[src/include/meter_settings.svh]
`ifndef METER_SETTINGS_SVH
`define METER_SETTINGS_SVH

// Host data word, bits 18..35 of the board's EBUS
`define MTR_WORD_W 18

// Meter width, one bit short of the host word
`define MTR_COUNT_W 17

// Interval period and interval counter
`define MTR_PERIOD_W 12

// MBOX_CLK cycles per microsecond tick
`define MTR_USEC_DIV 4

`endif

[src/rtl/meter_pkg.sv]
`default_nettype none

`include "meter_settings.svh"

package meter_pkg;

  typedef enum logic [1:0] {
    CONO_MTR,
    CONO_TIM,
    LOAD_PA,
    READ
  } meterOp;

  typedef enum logic [2:0] {
    TIME,
    PERF,
    EBOX,
    CACHE,
    INTERVAL,
    PERIOD,
    STATUS
  } meterSel;

  // CONO MTR decoding of the data word
  typedef struct packed {
    logic clearTime;
    logic timeOnSet;
    logic timeOnClr;
    logic acctOn;
    logic clearEbox;
    logic clearCache;
    logic clearPerf;
    logic [`MTR_WORD_W-8:0] spare;
  } meterMtrView;

  // CONO TIM decoding, period in the low bits
  typedef struct packed {
    logic clearInterval;
    logic clearDone;
    logic intervalOn;
    logic [`MTR_WORD_W-`MTR_PERIOD_W-4:0] spare;
    logic [`MTR_PERIOD_W-1:0] period;
  } meterTimView;

  typedef union packed {
    logic [`MTR_WORD_W-1:0] raw;
    meterMtrView mtr;
    meterTimView tim;
  } meterWord;

  typedef struct packed {
    meterOp op;
    meterSel sel;
    meterWord data;
  } meterCmd;

  // Also the layout of the perf mask
  typedef struct packed {
    logic eboxRun;
    logic eboxWait;
    logic mbXfer;
    logic cacheFill;
    logic writeback;
    logic userMode;
  } meterEvents;

  typedef struct packed {
    logic acctOn;
    logic timeOn;
    logic intervalOn;
    logic intervalDone;
    logic intervalOverflow;
    meterEvents perfMask;
  } meterStatus;

  typedef struct packed {
    logic loadMtr;
    logic loadTim;
    logic loadMask;
    logic readEn;
  } meterStrobes;

endpackage

`default_nettype wire

[src/rtl/meterControl.sv]
`timescale 1ns/10ps
`default_nettype none

`include "meter_settings.svh"

module meterControl (
  input  logic MBOX_CLK,
  input  logic RESET,
  input  logic req,
  input  meter_pkg::meterCmd cmd,
  input  logic [`MTR_WORD_W-1:0] readWord,
  output logic ack,
  output logic [`MTR_WORD_W-1:0] rdata,
  output meter_pkg::meterStrobes strobes,
  output meter_pkg::meterWord cmdWord,
  output meter_pkg::meterSel sel
);
  import meter_pkg::*;

  typedef enum logic [1:0] {
    IDLE,
    EXEC,
    ACK,
    RELEASE
  } ctlState;

  ctlState state;
  ctlState nextState;
  logic start;
  meterStrobes decode;

  assign start = (state == IDLE) && req;

  always_comb begin
    nextState = state;
    case (state)
      IDLE:    if (req) nextState = EXEC;
      EXEC:    nextState = ACK;
      // Host dropped req early, so never raise ack
      ACK:     nextState = req ? RELEASE : IDLE;
      RELEASE: if (!req) nextState = IDLE;
      default: nextState = IDLE;
    endcase
  end

  always_ff @(posedge MBOX_CLK) begin
    if (RESET)
      state <= IDLE;
    else
      state <= nextState;
  end

  always_comb begin
    decode = '0;
    case (cmd.op)
      CONO_MTR: decode.loadMtr = 1'b1;
      CONO_TIM: decode.loadTim = 1'b1;
      LOAD_PA:  decode.loadMask = 1'b1;
      READ:     decode.readEn = 1'b1;
      default:  decode = '0;
    endcase
  end

  // Strobes are high for the EXEC cycle only
  always_ff @(posedge MBOX_CLK) begin
    if (RESET)
      strobes <= '0;
    else
      strobes <= start ? decode : '0;
  end

  always_ff @(posedge MBOX_CLK) begin
    if (start) begin
      cmdWord <= cmd.data;
      sel <= cmd.sel;
    end
  end

  // Values registered before the strobe edge
  always_ff @(posedge MBOX_CLK) begin
    if (state == EXEC)
      rdata <= readWord;
  end

  assign ack = (state == RELEASE);

endmodule

`default_nettype wire

[src/rtl/meterCounters.sv]
`timescale 1ns/10ps
`default_nettype none

`include "meter_settings.svh"

module meterCounters (
  input  logic MBOX_CLK,
  input  logic RESET,
  input  meter_pkg::meterStrobes strobes,
  input  meter_pkg::meterWord cmdWord,
  input  meter_pkg::meterEvents events,
  input  logic usecTick,
  output logic [`MTR_COUNT_W-1:0] timeCount,
  output logic [`MTR_COUNT_W-1:0] eboxCount,
  output logic [`MTR_COUNT_W-1:0] cacheCount,
  output logic [`MTR_COUNT_W-1:0] perfCount,
  output logic acctOn,
  output logic timeOn,
  output meter_pkg::meterEvents perfMask
);

  // Meter index order is time, EBOX, cache, perf
  localparam int NumMeters = 4;

  logic [NumMeters-1:0] countEn;
  logic [NumMeters-1:0] clearSel;
  logic [NumMeters-1:0][`MTR_COUNT_W-1:0] meters;

  always_ff @(posedge MBOX_CLK) begin
    if (RESET) begin
      acctOn <= 1'b0;
      timeOn <= 1'b0;
      perfMask <= '0;
    end else begin
      if (strobes.loadMtr) begin
        acctOn <= cmdWord.mtr.acctOn;
        timeOn <= (timeOn & ~cmdWord.mtr.timeOnClr) | cmdWord.mtr.timeOnSet;
      end
      if (strobes.loadMask)
        perfMask <= cmdWord.raw[$bits(perfMask)-1:0];
    end
  end

  assign clearSel = {NumMeters{strobes.loadMtr}} &
                    {cmdWord.mtr.clearPerf, cmdWord.mtr.clearCache,
                     cmdWord.mtr.clearEbox, cmdWord.mtr.clearTime};

  // Events pass through one register stage
  always_ff @(posedge MBOX_CLK) begin
    if (RESET) begin
      countEn <= '0;
    end else begin
      countEn[0] <= timeOn & usecTick;
      countEn[1] <= acctOn & events.eboxRun & ~events.eboxWait;
      countEn[2] <= acctOn & events.mbXfer;
      countEn[3] <= acctOn & (|(events & perfMask));
    end
  end

  always_ff @(posedge MBOX_CLK) begin
    if (RESET) begin
      meters <= '0;
    end else begin
      for (int i = 0; i < NumMeters; i++) begin
        if (clearSel[i])
          meters[i] <= '0;
        else if (countEn[i])
          meters[i] <= meters[i] + 1'b1;
      end
    end
  end

  assign timeCount = meters[0];
  assign eboxCount = meters[1];
  assign cacheCount = meters[2];
  assign perfCount = meters[3];

endmodule

`default_nettype wire

[src/rtl/meterReadback.sv]
`timescale 1ns/10ps
`default_nettype none

`include "meter_settings.svh"

module meterReadback (
  input  meter_pkg::meterSel sel,
  input  logic [`MTR_COUNT_W-1:0] timeCount,
  input  logic [`MTR_COUNT_W-1:0] perfCount,
  input  logic [`MTR_COUNT_W-1:0] eboxCount,
  input  logic [`MTR_COUNT_W-1:0] cacheCount,
  input  logic [`MTR_PERIOD_W-1:0] intervalValue,
  input  logic [`MTR_PERIOD_W-1:0] period,
  input  meter_pkg::meterStatus status,
  output logic [`MTR_WORD_W-1:0] readWord
);
  import meter_pkg::*;

  always_comb begin
    readWord = '0;
    case (sel)
      TIME:     readWord[`MTR_COUNT_W-1:0] = timeCount;
      PERF:     readWord[`MTR_COUNT_W-1:0] = perfCount;
      EBOX:     readWord[`MTR_COUNT_W-1:0] = eboxCount;
      CACHE:    readWord[`MTR_COUNT_W-1:0] = cacheCount;
      INTERVAL: readWord[`MTR_PERIOD_W-1:0] = intervalValue;
      PERIOD:   readWord[`MTR_PERIOD_W-1:0] = period;
      STATUS: begin
        // Timer flags sit on EBUS bits 21..23, time on at bit 25
        readWord[14] = status.intervalOn;
        readWord[13] = status.intervalDone;
        readWord[12] = status.intervalOverflow;
        readWord[11] = status.acctOn;
        readWord[10] = status.timeOn;
        readWord[$bits(status.perfMask)-1:0] = status.perfMask;
      end
      default:  readWord = '0;
    endcase
  end

endmodule

`default_nettype wire

[src/rtl/meterTimebase.sv]
`timescale 1ns/10ps
`default_nettype none

`include "meter_settings.svh"

module meterTimebase (
  input  logic MBOX_CLK,
  input  logic RESET,
  input  meter_pkg::meterStrobes strobes,
  input  meter_pkg::meterWord cmdWord,
  output logic usecTick,
  output logic [`MTR_PERIOD_W-1:0] intervalValue,
  output logic [`MTR_PERIOD_W-1:0] period,
  output logic intervalOn,
  output logic done,
  output logic overflow,
  output logic interrupt
);

  localparam int DivW = (`MTR_USEC_DIV > 1) ? $clog2(`MTR_USEC_DIV) : 1;

  logic [DivW-1:0] divCount;
  logic match;
  logic wrap;

  // Microsecond divider
  always_ff @(posedge MBOX_CLK) begin
    if (RESET) begin
      divCount <= '0;
      usecTick <= 1'b0;
    end else if (divCount == DivW'(`MTR_USEC_DIV - 1)) begin
      divCount <= '0;
      usecTick <= 1'b1;
    end else begin
      divCount <= divCount + 1'b1;
      usecTick <= 1'b0;
    end
  end

  // A zero period never matches
  assign match = intervalOn && (period != '0) && (intervalValue == period);
  assign wrap = intervalOn && usecTick && (&intervalValue) && !match;

  always_ff @(posedge MBOX_CLK) begin
    if (RESET) begin
      period <= '0;
      intervalOn <= 1'b0;
      intervalValue <= '0;
      done <= 1'b0;
      overflow <= 1'b0;
    end else begin
      if (strobes.loadTim) begin
        period <= cmdWord.tim.period;
        intervalOn <= cmdWord.tim.intervalOn;
      end

      if (strobes.loadTim && cmdWord.tim.clearInterval)
        intervalValue <= '0;
      else if (match)
        intervalValue <= '0;
      else if (intervalOn && usecTick)
        intervalValue <= intervalValue + 1'b1;

      if (strobes.loadTim && cmdWord.tim.clearDone) begin
        done <= 1'b0;
        overflow <= 1'b0;
      end else begin
        if (match)
          done <= 1'b1;
        if (wrap)
          overflow <= 1'b1;
      end
    end
  end

  assign interrupt = done && intervalOn;

endmodule

`default_nettype wire

[src/rtl/meterTop.sv]
`timescale 1ns/10ps
`default_nettype none

`include "meter_settings.svh"

module meterTop (
  input  logic MBOX_CLK,
  input  logic RESET,
  input  logic req,
  input  meter_pkg::meterCmd cmd,
  input  meter_pkg::meterEvents events,
  output logic ack,
  output logic [`MTR_WORD_W-1:0] rdata,
  output logic interrupt
);
  import meter_pkg::*;

  meterStrobes strobes;
  meterWord cmdWord;
  meterSel sel;
  meterStatus status;
  meterEvents perfMask;
  logic [`MTR_WORD_W-1:0] readWord;
  logic usecTick;
  logic [`MTR_PERIOD_W-1:0] intervalValue;
  logic [`MTR_PERIOD_W-1:0] period;
  logic intervalOn;
  logic done;
  logic overflow;
  logic [`MTR_COUNT_W-1:0] timeCount;
  logic [`MTR_COUNT_W-1:0] eboxCount;
  logic [`MTR_COUNT_W-1:0] cacheCount;
  logic [`MTR_COUNT_W-1:0] perfCount;
  logic acctOn;
  logic timeOn;

  meterControl control (
    .MBOX_CLK (MBOX_CLK),
    .RESET    (RESET),
    .req      (req),
    .cmd      (cmd),
    .readWord (readWord),
    .ack      (ack),
    .rdata    (rdata),
    .strobes  (strobes),
    .cmdWord  (cmdWord),
    .sel      (sel)
  );

  meterTimebase timebase (
    .MBOX_CLK      (MBOX_CLK),
    .RESET         (RESET),
    .strobes       (strobes),
    .cmdWord       (cmdWord),
    .usecTick      (usecTick),
    .intervalValue (intervalValue),
    .period        (period),
    .intervalOn    (intervalOn),
    .done          (done),
    .overflow      (overflow),
    .interrupt     (interrupt)
  );

  meterCounters counters (
    .MBOX_CLK   (MBOX_CLK),
    .RESET      (RESET),
    .strobes    (strobes),
    .cmdWord    (cmdWord),
    .events     (events),
    .usecTick   (usecTick),
    .timeCount  (timeCount),
    .eboxCount  (eboxCount),
    .cacheCount (cacheCount),
    .perfCount  (perfCount),
    .acctOn     (acctOn),
    .timeOn     (timeOn),
    .perfMask   (perfMask)
  );

  always_comb begin
    status.acctOn = acctOn;
    status.timeOn = timeOn;
    status.intervalOn = intervalOn;
    status.intervalDone = done;
    status.intervalOverflow = overflow;
    status.perfMask = perfMask;
  end

  meterReadback readback (
    .sel           (sel),
    .timeCount     (timeCount),
    .perfCount     (perfCount),
    .eboxCount     (eboxCount),
    .cacheCount    (cacheCount),
    .intervalValue (intervalValue),
    .period        (period),
    .status        (status),
    .readWord      (readWord)
  );

endmodule

`default_nettype wire

[config.mk]
export PLATFORM = sky130hd
export DESIGN_NAME = meterTop
export DESIGN_NICKNAME = d
export VERILOG_FILES = /design/src/rtl/meter_pkg.sv /design/src/rtl/meterControl.sv /design/src/rtl/meterCounters.sv /design/src/rtl/meterReadback.sv /design/src/rtl/meterTimebase.sv /design/src/rtl/meterTop.sv
export VERILOG_INCLUDE_DIRS = /design/src /design/src/include
export SDC_FILE = /design/constraint.sdc
export NUM_CORES = 1
export LEC_CHECK = 0
export ABC_AREA = 1
export BUFFER_PORTS_ARGS = -buffer_cell sky130_fd_sc_hd__clkbuf_2
export CAP_MARGIN = 20
export CORE_UTILIZATION = 50
export DETAILED_ROUTE_END_ITERATION = 10
export GPL_TIMING_DRIVEN = 1
export PLACE_DENSITY = 0.68
export REMOVE_ABC_BUFFERS = 1
export SLEW_MARGIN = 20
export SYNTH_ARGS = -nofsm -noshare
export SYNTH_HDL_FRONTEND = slang
export SYNTH_SLANG_ARGS = --single-unit
[constraint.sdc]
create_clock -name MBOX_CLK -period 5.4 [get_ports MBOX_CLK]
set_input_delay 0 -clock MBOX_CLK [delete_from_list [all_inputs] [get_ports MBOX_CLK]]
set_output_delay 0 -clock MBOX_CLK [all_outputs]
set_load 0.005 [all_outputs]
## Word-level counts from Yosys, hierarchy flattened

Cells that the tools add are included.

| word-level totals | value |
|---|---|
| register bits after elaboration | 153 |
| word-level logic and storage cells | 98 |
| input bits | 32 |
| output and inout bits | 20 |

| cells by class | value |
|---|---|
| equality and inequality tests | 15 |
| mux-type cells | 13 |
| reductions and logical operators | 25 |
| $add $sub $neg | 6 |
| bitwise gates (word level) | 12 |

Operators with widths:

| kind | count |
|---|---|
| $add A17 B1 Y17 const B | 4 |
| $pmux W6 S7 | 1 |
| $pmux W4 S6 | 1 |
| $pmux W2 S4 | 2 |
| $pmux W3 S5 | 1 |
| $pmux W2 S7 | 1 |
| $reduce_or A2 Y1 | 7 |
| $add A12 B1 Y12 const B | 1 |
| $eq A12 B12 Y1 | 1 |
| $reduce_and A12 Y1 | 1 |
| $reduce_bool A12 Y1 | 1 |
| $eq A3 B3 Y1 const B | 3 |
| $logic_and A1 B1 Y1 | 9 |
| $eq A2 B2 Y1 const B | 4 |
| $and A1 B1 Y1 | 6 |
| $and A6 B6 Y6 | 1 |
| $eq A3 B2 Y1 const B | 2 |
| $mux W2 | 3 |
| $reduce_or A6 Y1 | 1 |
| $and A4 B4 Y4 | 1 |
| $eq A2 B1 Y1 const B | 2 |
| $logic_not A2 Y1 | 2 |
| $mux W1 | 4 |
| $ne A2 B2 Y1 const B | 2 |
| 8 further kinds | 10 |

## Logic depth before layout (Yosys ltp)

| logic depth | value |
|---|---|
| depth after elaboration | 5 |
| gate-level depth with buffers | 10 |
| mapped depth without buffers | 9 |

## By module

From an unflattened synthesis, not the netlist that was laid out.

| unflattened totals | value |
|---|---|
| cell total of the unflattened synthesis | 1084 |
| area, all modules | 7870.0 sq um |

Modules (own cells, without submodules):

| module | area each (sq um) | cells an instance | sequential area each (sq um) | instances |
|---|---|---|---|---|
| meterCounters | 3882.5 | 571 | 1601.5 | 1 |
| meterTimebase | 1425.1 | 206 | 600.6 | 1 |
| meterControl | 1390.1 | 68 | 1291.2 | 1 |
| meterReadback | 1172.4 | 239 | 0.0 | 1 |

## Least setup slack after synthesis

No wires, ideal clock.

| timing | value |
|---|---|
| path type | register -> register |
| start | register control.state[1] |
| end | register, netlist name control.strobes[2] |
| setup time | 0.085 ns |
| required time | 5.315 ns |
| arrival | 2.389 ns |
| period minus slack after synthesis | 2.474 ns |
| stages on the path, launching flop included | 4 |
| path buffers | 0 |
| slack | 2.926 ns |
| path through | dfxtp_1 > nor3b_1 > nand2_1 > nor3_1 |

| on the way | value |
|---|---|
| word-level cells in the longest chain between the ends | 4 |

Ends and longest elaborated chain:

| item | RTL line | source |
|---|---|---|
| start: declaration | meterControl.sv:27 | `ctlState state;` |
| start signal: assignment | meterControl.sv:50 | `state <= nextState;` |
| $logic_not A2 Y1 | meterControl.sv:32 | `assign start = (state == IDLE) && req;` |
| $logic_and A1 B1 Y1 | meterControl.sv:32 |  |
| $not A1 Y1 (no line) | n/a |  |
| $reduce_or A2 Y1 (no line) | n/a |  |

No other way between the ends.
A chain may end at the register's enable or synchronous reset.

==> reports/qor.txt <==
Status: complete, no violations
EDFF count, synth: 38
Hold Path Origin: cmd[16]
Synth top cells by count: nand2_1 (167), dfxtp_1 (115), inv_1 (100)
CORE AREA: 0.0135 sq mm
Total Routed Length: 18500 microns
CTS Buffer Depth: 2
Dominant cells by area after synthesis: dfxtp_1 (33%), edfxtp_1 (16%), nand2_1 (9.0%)
Antenna cells: 0
Detailed Route Iter0 Violations: 599
Mean area per synthesized cell: 8.08 sq um
Height of the die: 120 microns
Io pins: 52
First-pass GRT wire length: 29600 microns
Required time of the critical path: 5770 ps
Antenna-violating nets left: 0
Async SR Flop Fraction: 0%
Synth Instances: 866
Finished layout cell area: 0.00827 sq mm
R2r endpoint: control.strobes[3]$_SDFF_PP0_
Fin crit period: 2050 ps
Period utilisation layout: 38.0%
Crit end category: flip-flop
Post-synthesis cell type count: 47
CTS H-tree depth: 4
Antenna violations before repair: 0
CP Class: in2reg
Worst Reg-to-Reg Cells: 5
Worst path max stage delay: 590 ps
Post-synth top flop: dfxtp_1
Via-to-Cell Ratio: 5.50
Crit Path Max Fanout: 26
P_leak: 0.00307 uW
Post-layout nets: 992
Clk root buf: clkbuf_16
Dpl hpwl: 13500 microns
Vias in the first global route: 5679
Clock buffer count from CTS: 17
Port Buffers: 50
P&R area growth vs syn: 18.3%
Placer's final routability congestion estimate: 0.943
Worst slew pin tran: 846 ps
Core Rows: 42
Fillers: 1196
R2R setup slack: 3530 ps
DRC viols: 0
Slowest CP cell: dlygate4sd3_1
PostCTS Resize Cnt: 0
Layout cells sized above 1: 14.8%
Routed wire per std cell: 16.2 microns
Hold Vio Cnt, Final: 0
Fmax: 488 MHz
Crit-path most repeated cell: dlygate4sd3_1
Hold Path Stages: 2
Most frequent cell after synthesis: nand2_1
Final worst slack: 3350 ps
Sequential area share after synthesis: 49.2%
Unrepaired setup endpoints after global routing: false
Buf/Inv on CP: 4
YS warnings: 0
Post-CTS Repair Setup Buffers: 0
Max cap viols: 0
Drt pass-1 iters: 5
Power Density: 297 mW/mm^2
Slew Limit Headroom: 43.6%
Clk pin slew, worst setup/hold paths: 60 ps
Yosys top cell area share: 32.9%
Hold path endpoint: control.cmdWord[16]$_DFFE_PN_
Finish-stage setup viols: 0
Initial Util: 52.0%
Die Wd: 120 microns
Family with the most delay on the worst path: buffers and inverters
Worst path arrival time: 2420 ps
Synthesis-stage register bit count: 153
Clock Skews: 11.2 ps
Clk_lat worst skew: 440 ps
Pre-CTS setup slack: 3620 ps
GRT Overall Usage: 26.9%
Die area: 0.0145 sq mm
Dpl cell area: 0.00741 sq mm
Setup TNS: 0 ps
Crit path launch: RESET
Total vias in the final route: 6289
Mapped Area: 0.00699 sq mm
Crit path launch type: input port
Ordered cell list for the critical path: dlygate4sd3_1 > clkbuf_2 > inv_1 > nand2_1 > nor3b_1 > dlygate4sd3_1
Leading area contributor after synthesis: dfxtp_1
GRT overflow: 0
Tightest Hold Check Type: in2reg
Max VDD drop: 0.243 mV
RR Startpoint: control.state[1]$_SDFFE_PP0P_
Pin count of the biggest net entering global routing: 27
Clock tree sinks: 153
Slew Limit Fails: 0
CTS tree: built
==> flip-flops by register name, indices dropped and copies added, names as in the netlist, 2 cells and up <==
register,cells
counters.perfCount,17
counters.perfMask,6
timebase.divCount,2
counters.timeCount,17
control.cmdWord,18
control.state,2
control.sel,3
control.strobes,3
counters.cacheCount,17
control.rdata,17
timebase.period,12
counters.eboxCount,17
timebase.intervalValue,12
counters.countEn,4
==> cell usage in the layout, fill, tap and decap left out, drive strengths merged, types with 3 or more instances in the layout <==
cell	n
nor3b	7
nand4	14
edfxtp	38
nor3	35
nand2	175
o211ai	7
nand3	43
clkbuf	70
xor2	14
o22ai	18
o221ai	3
o31ai	3
inv	130
xnor2	3
o2111ai	4
a21oi	82
dfxtp	115
o21ai	50
a22oi	7
ha	6
dlygate4sd3	31
nor2	94
==> kinds of logic after synthesis <==
| logic type | after synthesis | share of synthesized area, % |
|---|---|---|
| compound gates | 182 | 14.9 |
| buf+inv | 134 | 7.44 |
| other cells | 1 | 0.0536 |
| simple gates | 373 | 25.2 |
| flops | 153 | 49.2 |
| xor+xnor | 17 | 2.13 |
| fa+ha+maj | 6 | 1.07 |
==> where the power goes <==
part / switching, uW / internal (uW)
clock network: 511 / 614
registers: 14.4 / 1200
logic: 73.2 / 43.2
==> worst max path at each step <==
stage,to,slack [ps],cells past startpoint
after global routing,counters.countEn[1]$_SDFF_PP0_,3180,6
after floorplan,control.strobes[2]$_SDFF_PP0_,2930,3
after global placement,counters.timeCount[4]$_SDFFE_PP0P_,3630,4
after detailed placement,counters.timeCount[4]$_SDFFE_PP0P_,3620,4
final,counters.countEn[1]$_SDFF_PP0_,3350,6
after CTS,counters.countEn[1]$_SDFF_PP0_,3360,6
==> metrics by stage <==
step	hold slack (ps)	utilization, %	std cells	total power, uW
after floorplan	71.4	-	853	1290
after global placement	177	55.1	1080	1340
after detailed placement	179	55.1	1080	1340
after CTS	271	61.5	1143	2460
after global routing	276	61.5	1143	2530
final	278	61.5	1143	2460
==> layer usage <==
layer | routed length [microns] | vias up | global-route usage (%)
met1 | 8770 | 2940 | 39.4
met5 | 0 | - | 0
met3 | 1430 | 15 | 5.99
met4 | 165 | 0 | 5.94
met2 | 8110 | 249 | 40.4
li1 | - | 3085 | -
==> area by class of cell <==
class | count | area, sq um | share of cell area (%)
Tap cell | 176 | 220 | 2.66
Sequential cell | 153 | 3440 | 41.6
Clock buffer | 20 | 447 | 5.40
Multi-Input combinational cell | 579 | 3030 | 36.7
Timing Repair Buffer | 82 | 568 | 6.87
Clock inverter | 12 | 104 | 1.26
Inverter | 121 | 454 | 5.49
==> repair_timing <==
action,4_1_cts,5_1_grt
hold buffers,31,0
endpoints found under the setup margin,0,0
hold endpoints to repair,36,0
(Power assumes the default switching activity.)
